--- src/hdl/lbp_pkg.sv ---
package lbp_pkg;

  // image geometry
  localparam int COLS = 8;
  localparam int ROWS = 8;

  // datapath widths
  localparam int PIX_W = 8;
  localparam int SUM_W = 13;
  localparam int LBL_W = 4;

  // 5x5 neighbourhood centred at (2,2)
  localparam int WIN_N = 5;
  localparam int WIN_C = WIN_N / 2;
  localparam int LB_N = WIN_N - 1;
  localparam int PATCH_N = WIN_N * WIN_N;
  localparam int DIRS = 8;

  // counter widths; the column counter has one spare bit
  localparam int COL_IDX_W = $clog2(COLS);
  localparam int COL_CNT_W = COL_IDX_W + 1;
  localparam int ROW_W = $clog2(ROWS);

  // NI gain equals the patch size so that gain*sample compares to the patch sum
  localparam int NI_GAIN = 25;
  localparam int MAX_SUM = PATCH_N * ((1 << PIX_W) - 1);

  // riu2 label for non-uniform codes
  localparam int RIU2_NONUNI = DIRS + 1;

  // direction 0 points right and k steps counterclockwise by 45 degrees
  localparam int DIR_DR [DIRS] = '{0, -1, -1, -1, 0, 1, 1, 1};
  localparam int DIR_DC [DIRS] = '{1, 1, 0, -1, -1, -1, 0, 1};

  typedef struct packed {
    logic             sof;
    logic [PIX_W-1:0] data;
  } pixel_t;

  // row 0 and col 0 of px[row][col] hold the oldest pixels
  typedef struct packed {
    logic [WIN_N-1:0][WIN_N-1:0][PIX_W-1:0] px;
  } window_t;

  typedef struct packed {
    logic [DIRS-1:0][PIX_W-1:0]    r1;
    logic [DIRS-1:0][PIX_W-1:0]    r2;
    logic [PATCH_N-1:0][PIX_W-1:0] patch;
  } ring_t;

  typedef struct packed {
    logic [DIRS-1:0] bits;
  } code_t;

  typedef struct packed {
    logic [LBL_W-1:0] ni;
    logic [LBL_W-1:0] rd;
  } label_t;

  // pull both rings and the flat patch out of a window
  function automatic ring_t get_ring(window_t w);
    ring_t r;
    for (int k = 0; k < DIRS; k++) begin
      r.r1[k] = w.px[WIN_C + DIR_DR[k]][WIN_C + DIR_DC[k]];
      r.r2[k] = w.px[WIN_C + 2 * DIR_DR[k]][WIN_C + 2 * DIR_DC[k]];
    end
    for (int i = 0; i < PATCH_N; i++) begin
      r.patch[i] = w.px[i / WIN_N][i % WIN_N];
    end
    return r;
  endfunction

endpackage
--- src/hdl/mrelbp_top.sv ---
`timescale 1ns/1ns

module mrelbp_top (
  input  logic             clk,
  input  logic             rst_i,
  input  logic             valid_i,
  input  lbp_pkg::pixel_t  pix_i,
  output logic             valid_o,
  output lbp_pkg::label_t  label_o
);

  import lbp_pkg::*;

  logic    win_valid;
  window_t win;
  logic    ni_valid;
  code_t   ni_code;
  logic    rd_valid;
  code_t   rd_code;

  window_5x5 u_window (
    .clk         (clk),
    .rst_i       (rst_i),
    .valid_i     (valid_i),
    .pix_i       (pix_i),
    .win_valid_o (win_valid),
    .win_o       (win)
  );

  // both encoders see the same window on the same cycle
  ni_encoder u_ni (
    .clk         (clk),
    .rst_i       (rst_i),
    .win_valid_i (win_valid),
    .win_i       (win),
    .valid_o     (ni_valid),
    .code_o      (ni_code)
  );

  rd_encoder u_rd (
    .clk         (clk),
    .rst_i       (rst_i),
    .win_valid_i (win_valid),
    .win_i       (win),
    .valid_o     (rd_valid),
    .code_o      (rd_code)
  );

  riu2_combiner u_comb (
    .clk        (clk),
    .rst_i      (rst_i),
    .ni_valid_i (ni_valid),
    .rd_valid_i (rd_valid),
    .ni_i       (ni_code),
    .rd_i       (rd_code),
    .valid_o    (valid_o),
    .label_o    (label_o)
  );

endmodule

--- src/hdl/riu2_combiner.sv ---
`timescale 1ns/1ns

module riu2_combiner (
  input  logic             clk,
  input  logic             rst_i,
  input  logic             ni_valid_i,
  input  logic             rd_valid_i,
  input  lbp_pkg::code_t   ni_i,
  input  lbp_pkg::code_t   rd_i,
  output logic             valid_o,
  output lbp_pkg::label_t  label_o
);

  import lbp_pkg::*;

  label_t label_d;
  label_t label_q;

  // uniform codes map to their popcount and all others to one shared bin
  function automatic logic [LBL_W-1:0] riu2_label(code_t c);
    logic [LBL_W-1:0] trans;
    logic [LBL_W-1:0] ones;
    trans = '0;
    ones  = '0;
    for (int k = 0; k < DIRS; k++) begin
      // bit 7 wraps round to bit 0
      trans = trans + LBL_W'(c.bits[k] ^ c.bits[(k + 1) % DIRS]);
      ones  = ones + LBL_W'(c.bits[k]);
    end
    return (trans <= LBL_W'(2)) ? ones : LBL_W'(RIU2_NONUNI);
  endfunction

  always_comb begin
    label_d.ni = riu2_label(ni_i);
    label_d.rd = riu2_label(rd_i);
  end

  always_ff @(posedge clk) begin
    if (rst_i) begin
      valid_o <= 1'b0;
    end else begin
      valid_o <= ni_valid_i;
    end
  end

  always_ff @(posedge clk) begin
    if (ni_valid_i) begin
      label_q <= label_d;
    end
  end

  assign label_o = label_q;

  // both encoders are built with equal latency from the same window strobe
  a_valid_align: assert property (
    @(posedge clk) disable iff (rst_i) ni_valid_i == rd_valid_i
  );

endmodule

--- src/hdl/rd_encoder.sv ---
`timescale 1ns/1ns

module rd_encoder (
  input  logic              clk,
  input  logic              rst_i,
  input  logic              win_valid_i,
  input  lbp_pkg::window_t  win_i,
  output logic              valid_o,
  output lbp_pkg::code_t    code_o
);

  import lbp_pkg::*;

  ring_t ring;
  code_t code_d;
  code_t bits_q;
  code_t code_q;
  logic  v1_q;

  // outer sample against inner sample in the same direction
  always_comb begin
    ring = get_ring(win_i);
    for (int k = 0; k < DIRS; k++) begin
      code_d.bits[k] = ring.r2[k] >= ring.r1[k];
    end
  end

  always_ff @(posedge clk) begin
    if (rst_i) begin
      v1_q    <= 1'b0;
      valid_o <= 1'b0;
    end else begin
      v1_q    <= win_valid_i;
      valid_o <= v1_q;
    end
  end

  // second stage only balances latency against the NI path
  always_ff @(posedge clk) begin
    bits_q <= code_d;
    code_q <= bits_q;
  end

  assign code_o = code_q;

endmodule

--- src/hdl/ni_encoder.sv ---
`timescale 1ns/1ns

module ni_encoder (
  input  logic              clk,
  input  logic              rst_i,
  input  logic              win_valid_i,
  input  lbp_pkg::window_t  win_i,
  output logic              valid_o,
  output lbp_pkg::code_t    code_o
);

  import lbp_pkg::*;

  ring_t                      ring;
  logic [SUM_W-1:0]           patch_sum;
  logic [SUM_W-1:0]           sum_q;
  logic [DIRS-1:0][PIX_W-1:0] r2_q;
  logic                       v1_q;
  code_t                      code_d;
  code_t                      code_q;

  // adder tree over all 25 pixels
  always_comb begin
    ring      = get_ring(win_i);
    patch_sum = '0;
    for (int i = 0; i < PATCH_N; i++) begin
      patch_sum = patch_sum + SUM_W'(ring.patch[i]);
    end
  end

  // gain times sample against the patch sum equals sample against the mean
  always_comb begin
    for (int k = 0; k < DIRS; k++) begin
      code_d.bits[k] = (SUM_W'(NI_GAIN) * SUM_W'(r2_q[k])) >= sum_q;
    end
  end

  always_ff @(posedge clk) begin
    if (rst_i) begin
      v1_q    <= 1'b0;
      valid_o <= 1'b0;
    end else begin
      v1_q    <= win_valid_i;
      valid_o <= v1_q;
    end
  end

  always_ff @(posedge clk) begin
    sum_q  <= patch_sum;
    r2_q   <= ring.r2;
    code_q <= code_d;
  end

  assign code_o = code_q;

  a_sum_range: assert property (
    @(posedge clk) disable iff (rst_i) v1_q |-> (sum_q <= SUM_W'(MAX_SUM))
  );

endmodule

--- src/hdl/window_5x5.sv ---
`timescale 1ns/1ns

module window_5x5 (
  input  logic              clk,
  input  logic              rst_i,
  input  logic              valid_i,
  input  lbp_pkg::pixel_t   pix_i,
  output logic              win_valid_o,
  output lbp_pkg::window_t  win_o
);

  import lbp_pkg::*;

  logic [COL_CNT_W-1:0] col_q;
  logic [ROW_W-1:0]     row_q;
  logic [COL_CNT_W-1:0] cur_col;
  logic [ROW_W-1:0]     cur_row;
  logic [COL_IDX_W-1:0] rd_idx;
  logic                 win_full;

  // per column [0] holds the previous row and [LB_N-1] the oldest
  logic [LB_N-1:0][PIX_W-1:0] line_mem [COLS];

  window_t win_q;

  // sof forces this pixel to position (0,0)
  always_comb begin
    cur_col = pix_i.sof ? '0 : col_q;
    cur_row = pix_i.sof ? '0 : row_q;
  end

  assign rd_idx = cur_col[COL_IDX_W-1:0];

  // enough rows and columns seen for a full interior window
  assign win_full = (cur_row >= ROW_W'(WIN_N - 1)) &&
                    (cur_col >= COL_CNT_W'(WIN_N - 1));

  always_ff @(posedge clk) begin
    if (rst_i) begin
      col_q       <= '0;
      row_q       <= '0;
      win_valid_o <= 1'b0;
    end else begin
      win_valid_o <= valid_i && win_full;
      if (valid_i) begin
        if (cur_col == COL_CNT_W'(COLS - 1)) begin
          col_q <= '0;
          // wrap to the top once the last row ends
          row_q <= (cur_row == ROW_W'(ROWS - 1)) ? '0 : cur_row + 1'b1;
        end else begin
          col_q <= cur_col + 1'b1;
          row_q <= cur_row;
        end
      end
    end
  end

  // line buffers and the register window move only on a strobe
  always_ff @(posedge clk) begin
    if (valid_i) begin
      line_mem[rd_idx] <= {line_mem[rd_idx][LB_N-2:0], pix_i.data};

      // shift every row one column towards col 0
      for (int rr = 0; rr < WIN_N; rr++) begin
        for (int cc = 0; cc < WIN_N - 1; cc++) begin
          win_q.px[rr][cc] <= win_q.px[rr][cc+1];
        end
      end

      // new right-hand column with the oldest row on top
      for (int rr = 0; rr < LB_N; rr++) begin
        win_q.px[rr][WIN_N-1] <= line_mem[rd_idx][LB_N-1-rr];
      end
      win_q.px[WIN_N-1][WIN_N-1] <= pix_i.data;
    end
  end

  assign win_o = win_q;

  // column counter must wrap before the spare bit is ever needed
  a_col_range: assert property (
    @(posedge clk) disable iff (rst_i) col_q < COL_CNT_W'(COLS)
  );

endmodule

--- config.mk ---
export PLATFORM = sky130hd
export DESIGN_NAME = mrelbp_top
export DESIGN_NICKNAME = d
export VERILOG_FILES = /design/src/hdl/lbp_pkg.sv /design/src/hdl/mrelbp_top.sv /design/src/hdl/riu2_combiner.sv /design/src/hdl/rd_encoder.sv /design/src/hdl/ni_encoder.sv /design/src/hdl/window_5x5.sv
export SDC_FILE = /design/constraint.sdc
export NUM_CORES = 1
export LEC_CHECK = 0
export ABC_AREA = 1
export BUFFER_PORTS_ARGS = -buffer_cell sky130_fd_sc_hd__buf_4
export CAP_MARGIN = 25
export CORE_ASPECT_RATIO = 2
export CORE_MARGIN = 8
export CORE_UTILIZATION = 50
export DETAILED_ROUTE_END_ITERATION = 7
export MAX_ROUTING_LAYER = met4
export PLACE_DENSITY = 0.71
export SETUP_SLACK_MARGIN = 0.05
export SLEW_MARGIN = 30
export SYNTH_ARGS = -nofsm -noshare
export SYNTH_HDL_FRONTEND = slang
export SYNTH_SLANG_ARGS = --single-unit
export TNS_END_PERCENT = 10
--- constraint.sdc ---
create_clock -name clk -period 8.1 [get_ports clk]
set_input_delay 0.81 -clock clk [delete_from_list [all_inputs] [get_ports clk]]
set_output_delay 0.81 -clock clk [all_outputs]
set_load 0.01 [all_outputs]
Word-level counts from Yosys, hierarchy flattened
Memories as Yosys holds them, arrays and structs flattened.
Cells that the tools add are included.
- flip-flop bits (word level): 320
- latch bits: 0
- bits in writable memories: 256
- ROM bits: 0
- memories kept: 1
- memory list (name ; words ; bits a word ; read ports ; clocked after Yosys merged registers in ; write ports ; RTL line ; text):
    u_window.line_mem ; 8 ; 32 ; 1 ; 0 ; 1 ; window_5x5.sv:22 ; logic [LB_N-1:0][PIX_W-1:0] line_mem [COLS];
- add/sub/neg operators: 54
- $mul: 8
- div/mod/pow operators: 0
- $lt $le $gt $ge: 20
- equal/unequal tests: 2
- shifts and indexed selects: 0
- mux-type cells: 7
- bitwise logic cells: 16
- reductions and logical operators: 2
- operator list (kind ; count):
    $add 13x8->13 ; 23
    $ge 13x13->1 ; 8
    $mul 5x8->13 const A ; 8
    $ge 8x8->1 ; 8
    $add 4x4->4 ; 14
    $add 4x1->4 ; 12
    $xor 1x1->1 ; 16
    $add 8x8->9 ; 1
    $mux 3 ; 3
    $le 4x2->1 const B ; 2
    $mux 4 ; 2
    $add 1x1->2 ; 2
    $add 4x1->4 const B ; 1
    $eq 4x3->1 const B ; 1
    $ge 4x3->1 const B ; 1
    $add 3x1->3 const B ; 1
    $eq 3x3->1 const B ; 1
    $ge 3x3->1 const B ; 1
    $logic_and 1x1->1 ; 2
    $mux 1 ; 2

Logic depth before layout (Yosys ltp)
- depth after elaboration: 24
- gate-level depth with buffers: 26

Hierarchy
From an unflattened synthesis, not the netlist that was laid out.
- cells, all modules: 3393
- area total of the unflattened synthesis: 35390.2 um2
- by module, submodules not included (module ; times used ; cells an instance ; area an instance (um2) ; sequential area each (um2)):
    window_5x5 ; 1 ; 1121 ; 16756.1 ; 13853.3
    ni_encoder ; 1 ; 1843 ; 15404.8 ; 1741.7
    rd_encoder ; 1 ; 309 ; 2079.5 ; 360.3
    riu2_combiner ; 1 ; 120 ; 1149.9 ; 260.2

Worst setup path after synthesis
Ideal clock, no wire load.
- path kind: reg-to-reg
- from: reg u_window.win_q, in the netlist u_window.win_o[0]
- to: reg u_ni.sum_q[9]
- setup time: 0.058 ns
- arrival: 5.946 ns
- data required time: 8.042 ns
- setup slack: 2.096 ns
- cell stages (with the launch flop): 24
- path buffers: 0
- period minus slack after synthesis: 6.004 ns
- cells stage by stage: edfxtp_1 -> ha_1 -> inv_1 -> fa_1 -> inv_1 -> nand3_1 -> nand3_1 -> xnor2_1 -> inv_1 -> fa_1 -> inv_1 -> fa_1 -> fa_1 -> fa_1 -> fa_1 -> fa_1 -> fa_1 -> fa_1 -> inv_1 -> nand2_1 -> nand2_1 -> nand3_1 -> a21o_1 -> nand2_1
- cells in the longest elaborated chain, start to end: 24
- ends and longest elaborated chain (element ; RTL line ; text):
    start, declared ; window_5x5.sv:24 ; window_t win_q;
    $add 8x8->9 ; ni_encoder.sv:27 ; patch_sum = patch_sum + SUM_W'(ring.patch[i]);
    $add 13x8->13 (23 in series) ; ni_encoder.sv:27 ;
    net u_ni.patch_sum[9] ; ni_encoder.sv:15 ; logic [SUM_W-1:0] patch_sum;
    end signal, assigned ; ni_encoder.sv:49 ; sum_q <= patch_sum;
    end, declared ; ni_encoder.sv:16 ; logic [SUM_W-1:0] sum_q;
The timed path passes the listed nets, and every way through them passes these cells.
A chain may end at the register's enable or synchronous reset.

Worst setup path after layout
Ends and elaborated chain as after synthesis.

==> flow_summary.json <==
{
  "outcome": "finished clean",
  "synth_top_area_share_pct": 39.17,
  "core_area_um2": 70620,
  "postCtsHoldBufs": 0,
  "fp.dieH_um": 393.2,
  "post_cts_resized": 0,
  "r2r_slack_ns": 1.78,
  "cts_tree": "done",
  "max-slew-margin-rel_pct": 38.21,
  "htreeDepth": 2,
  "syn_avg_cell_area_um2": 10.22,
  "place_hpwl_um": 59030,
  "clkSinkCount": 576,
  "period_minus_slack_ns": 6.324,
  "synthCells": 3479,
  "critPathLaunchType": "flip-flop",
  "holdPathEnd": "u_rd.code_o[2]",
  "synth.most_common_cell": "inv_1",
  "cts_root_buf": "clkbuf_16",
  "hold_viol_final": 0,
  "die_area_um2": 80450,
  "rsz0062_at_grt": "no",
  "drv_cap": 0,
  "cts_setup_buffers": 0,
  "insertion_delay_ns": 0.63,
  "hp-start": "u_rd.bits_q[2]",
  "ant_nets": 0,
  "rr_worst_depth": 23,
  "gp_congestion": 0.8646,
  "ys_warn_count": 0,
  "grt_pass1_vias": 23710,
  "skew_ns": 0.02818,
  "drc": 0,
  "crit_path_max_fanout": 3,
  "numCtsBuffers": 49,
  "ys_ff_latch": 576,
  "syn_nets": 4146,
  "path_clk_slew_ns": 0.07,
  "vias_per_cell": 5.077,
  "fin_crit_sh_pct": 78.08,
  "end_kind": "flip-flop",
  "ys_seq_area_share_pct": 45.47,
  "hold_path.class": "reg2reg",
  "fin_setup_tns_ns": 0,
  "n_antenna_cell": 0,
  "drv_slew": 0,
  "synth_common_cells": "inv_1, nand2_1, edfxtp_1",
  "synthArstFlopShare_pct": 0,
  "final_nets": 4193,
  "io_pins": 21,
  "synth_area_um2": 35570,
  "antenna_found_initial": 0,
  "wl_um": 78030,
  "cp.required_ns": 8.65,
  "drive_above_1_share_pct": 3.870,
  "max_freq_ghz": 0.1581,
  "num_vias": 22720,
  "synthFlopType": "edfxtp_1",
  "dieWidth_um": 204.6,
  "start_util_pct": 50.37,
  "worstReg2RegEnd": "u_ni.sum_q[9]",
  "whs_path_depth": 0,
  "synth.area.top_cells": "edfxtp_1, ha_1, fa_1, inv_1, nand2_1",
  "syn_to_final_growth_pct": 8.347,
  "ys_types": 32,
  "grt_max_degree": 98,
  "wl_per_cell_um": 17.43,
  "overflow": 0,
  "crit_arrival_ns": 6.88,
  "port-buffer-count": 20,
  "drt-initial-drc-count": 1074,
  "dr.pass1.iters": 5,
  "r2r_start": "u_window.win_o[0]",
  "track_usage_pct": 20.51,
  "rows": 138,
  "setup_viol": 0,
  "yosysTopAreaCell": "edfxtp_1",
  "critPathKind": "reg2reg",
  "synth_edf_count": 464,
  "worst_pin_slew_ns": 0.9268,
  "grt_pass1_wl_um": 123700,
  "clk_path_buf_depth": 3
}
## how the worst max path moves through the flow
stage                           start             end  slack (ns)  depth (start not counted)
floorplan           u_window.win_o[0]   u_ni.sum_q[9]        2.10                         23
global placement    u_window.win_o[0]  u_ni.sum_q[11]        1.78                         23
detailed placement  u_window.win_o[0]   u_ni.sum_q[9]        1.76                         23
CTS                 u_window.win_o[0]   u_ni.sum_q[9]        1.74                         23
global route        u_window.win_o[0]  u_ni.sum_q[11]        1.39                         23
finish              u_window.win_o[0]   u_ni.sum_q[9]        1.78                         23
## layout make-up
| cell class | count | area, um2 |
|---|---|---|
| fillers | 5948 | 32080 |
| flip-flops and latches | 576 | 16180 |
| inverters | 880 | 3306 |
| clock inverters | 29 | 377.9 |
| well taps | 910 | 1139 |
| clock buffers | 62 | 1338 |
| repair buffers | 36 | 285.3 |
| multi-input cells | 1983 | 15920 |
## layout by cell type (no fill, tap or decap), types with 71 or more instances in the layout
cell type	Yosys	layout
nand2_1	733	733
dfxtp_1	112	112
nand3_1	187	187
ha_1	442	442
nand4_1	71	71
fa_1	213	213
inv_1	877	877
a21oi_1	101	101
nor2_1	98	91
edfxtp_1	464	464
## logic make-up after synthesis
kind of cell,count (synthesis),synth area share (%)
buffers and inverters,920,9.934
DFF,576,45.47
adders and majority gates,655,27.54
and+or+nand+nor,1114,13.15
AOI/OAI and AO/OA,160,2.578
xor gates and xnor gates,54,1.330
## flip-flops by register name (all words and copies together), names as in the netlist, 3 cells and up
| signal | cells |
|---|---|
| u_comb.label_o | 8 |
| u_window.win_o | 200 |
| u_window.line_mem | 256 |
| u_rd.bits_q | 8 |
| u_ni.sum_q | 13 |
| u_ni.code_o | 8 |
| u_window.row_q | 3 |
| u_rd.code_o | 8 |
| u_ni.r2_q | 64 |
| u_window.col_q | 4 |
## worst max-delay path: stages (launching register included)
cell      delay, ns
edfxtp_1       0.37
ha_1           0.19
inv_1          0.07
fa_1           0.46
inv_1          0.09
nand3_1        0.06
nand3_1        0.09
xnor2_1        0.12
inv_1          0.08
fa_1           0.56
inv_1          0.06
fa_1           0.50
fa_1           0.53
fa_1           0.53
fa_1           0.52
fa_1           0.52
fa_1           0.54
fa_1           0.47
inv_1          0.07
nand2_1        0.04
nand2_1        0.10
nand3_1        0.10
a21o_1         0.16
nand2_1        0.05
## metal layers
layer | routed length [um] | GRT usage (%) | up-vias
li1 | - | - | 11130
met1 | 25910 | 18.77 | 10940
met2 | 44530 | 39.69 | 414
met3 | 2125 | 1.801 | 234
met4 | 5459 | 12.90 | 0
met5 | 0 | - | -
## stage by stage
stage	hold WS (ns)	area (um2)	cells	util [%]	worst slack (ns)
6_report	0.3239	38540	4476	54.57	1.776
5_1_grt	0.3332	38540	4476	54.57	1.386
4_1_cts	0.3265	38540	4476	54.57	1.737
3_5_place_dp	0.3157	36820	4385	52.14	1.764
3_3_place_gp	0.3118	36820	4385	52.13	1.781
2_1_floorplan	0.3096	35570	3479	-	2.096
Power is not shown: default switching activity piles up to over one toggle a cycle in this logic, so the estimate is an artifact.
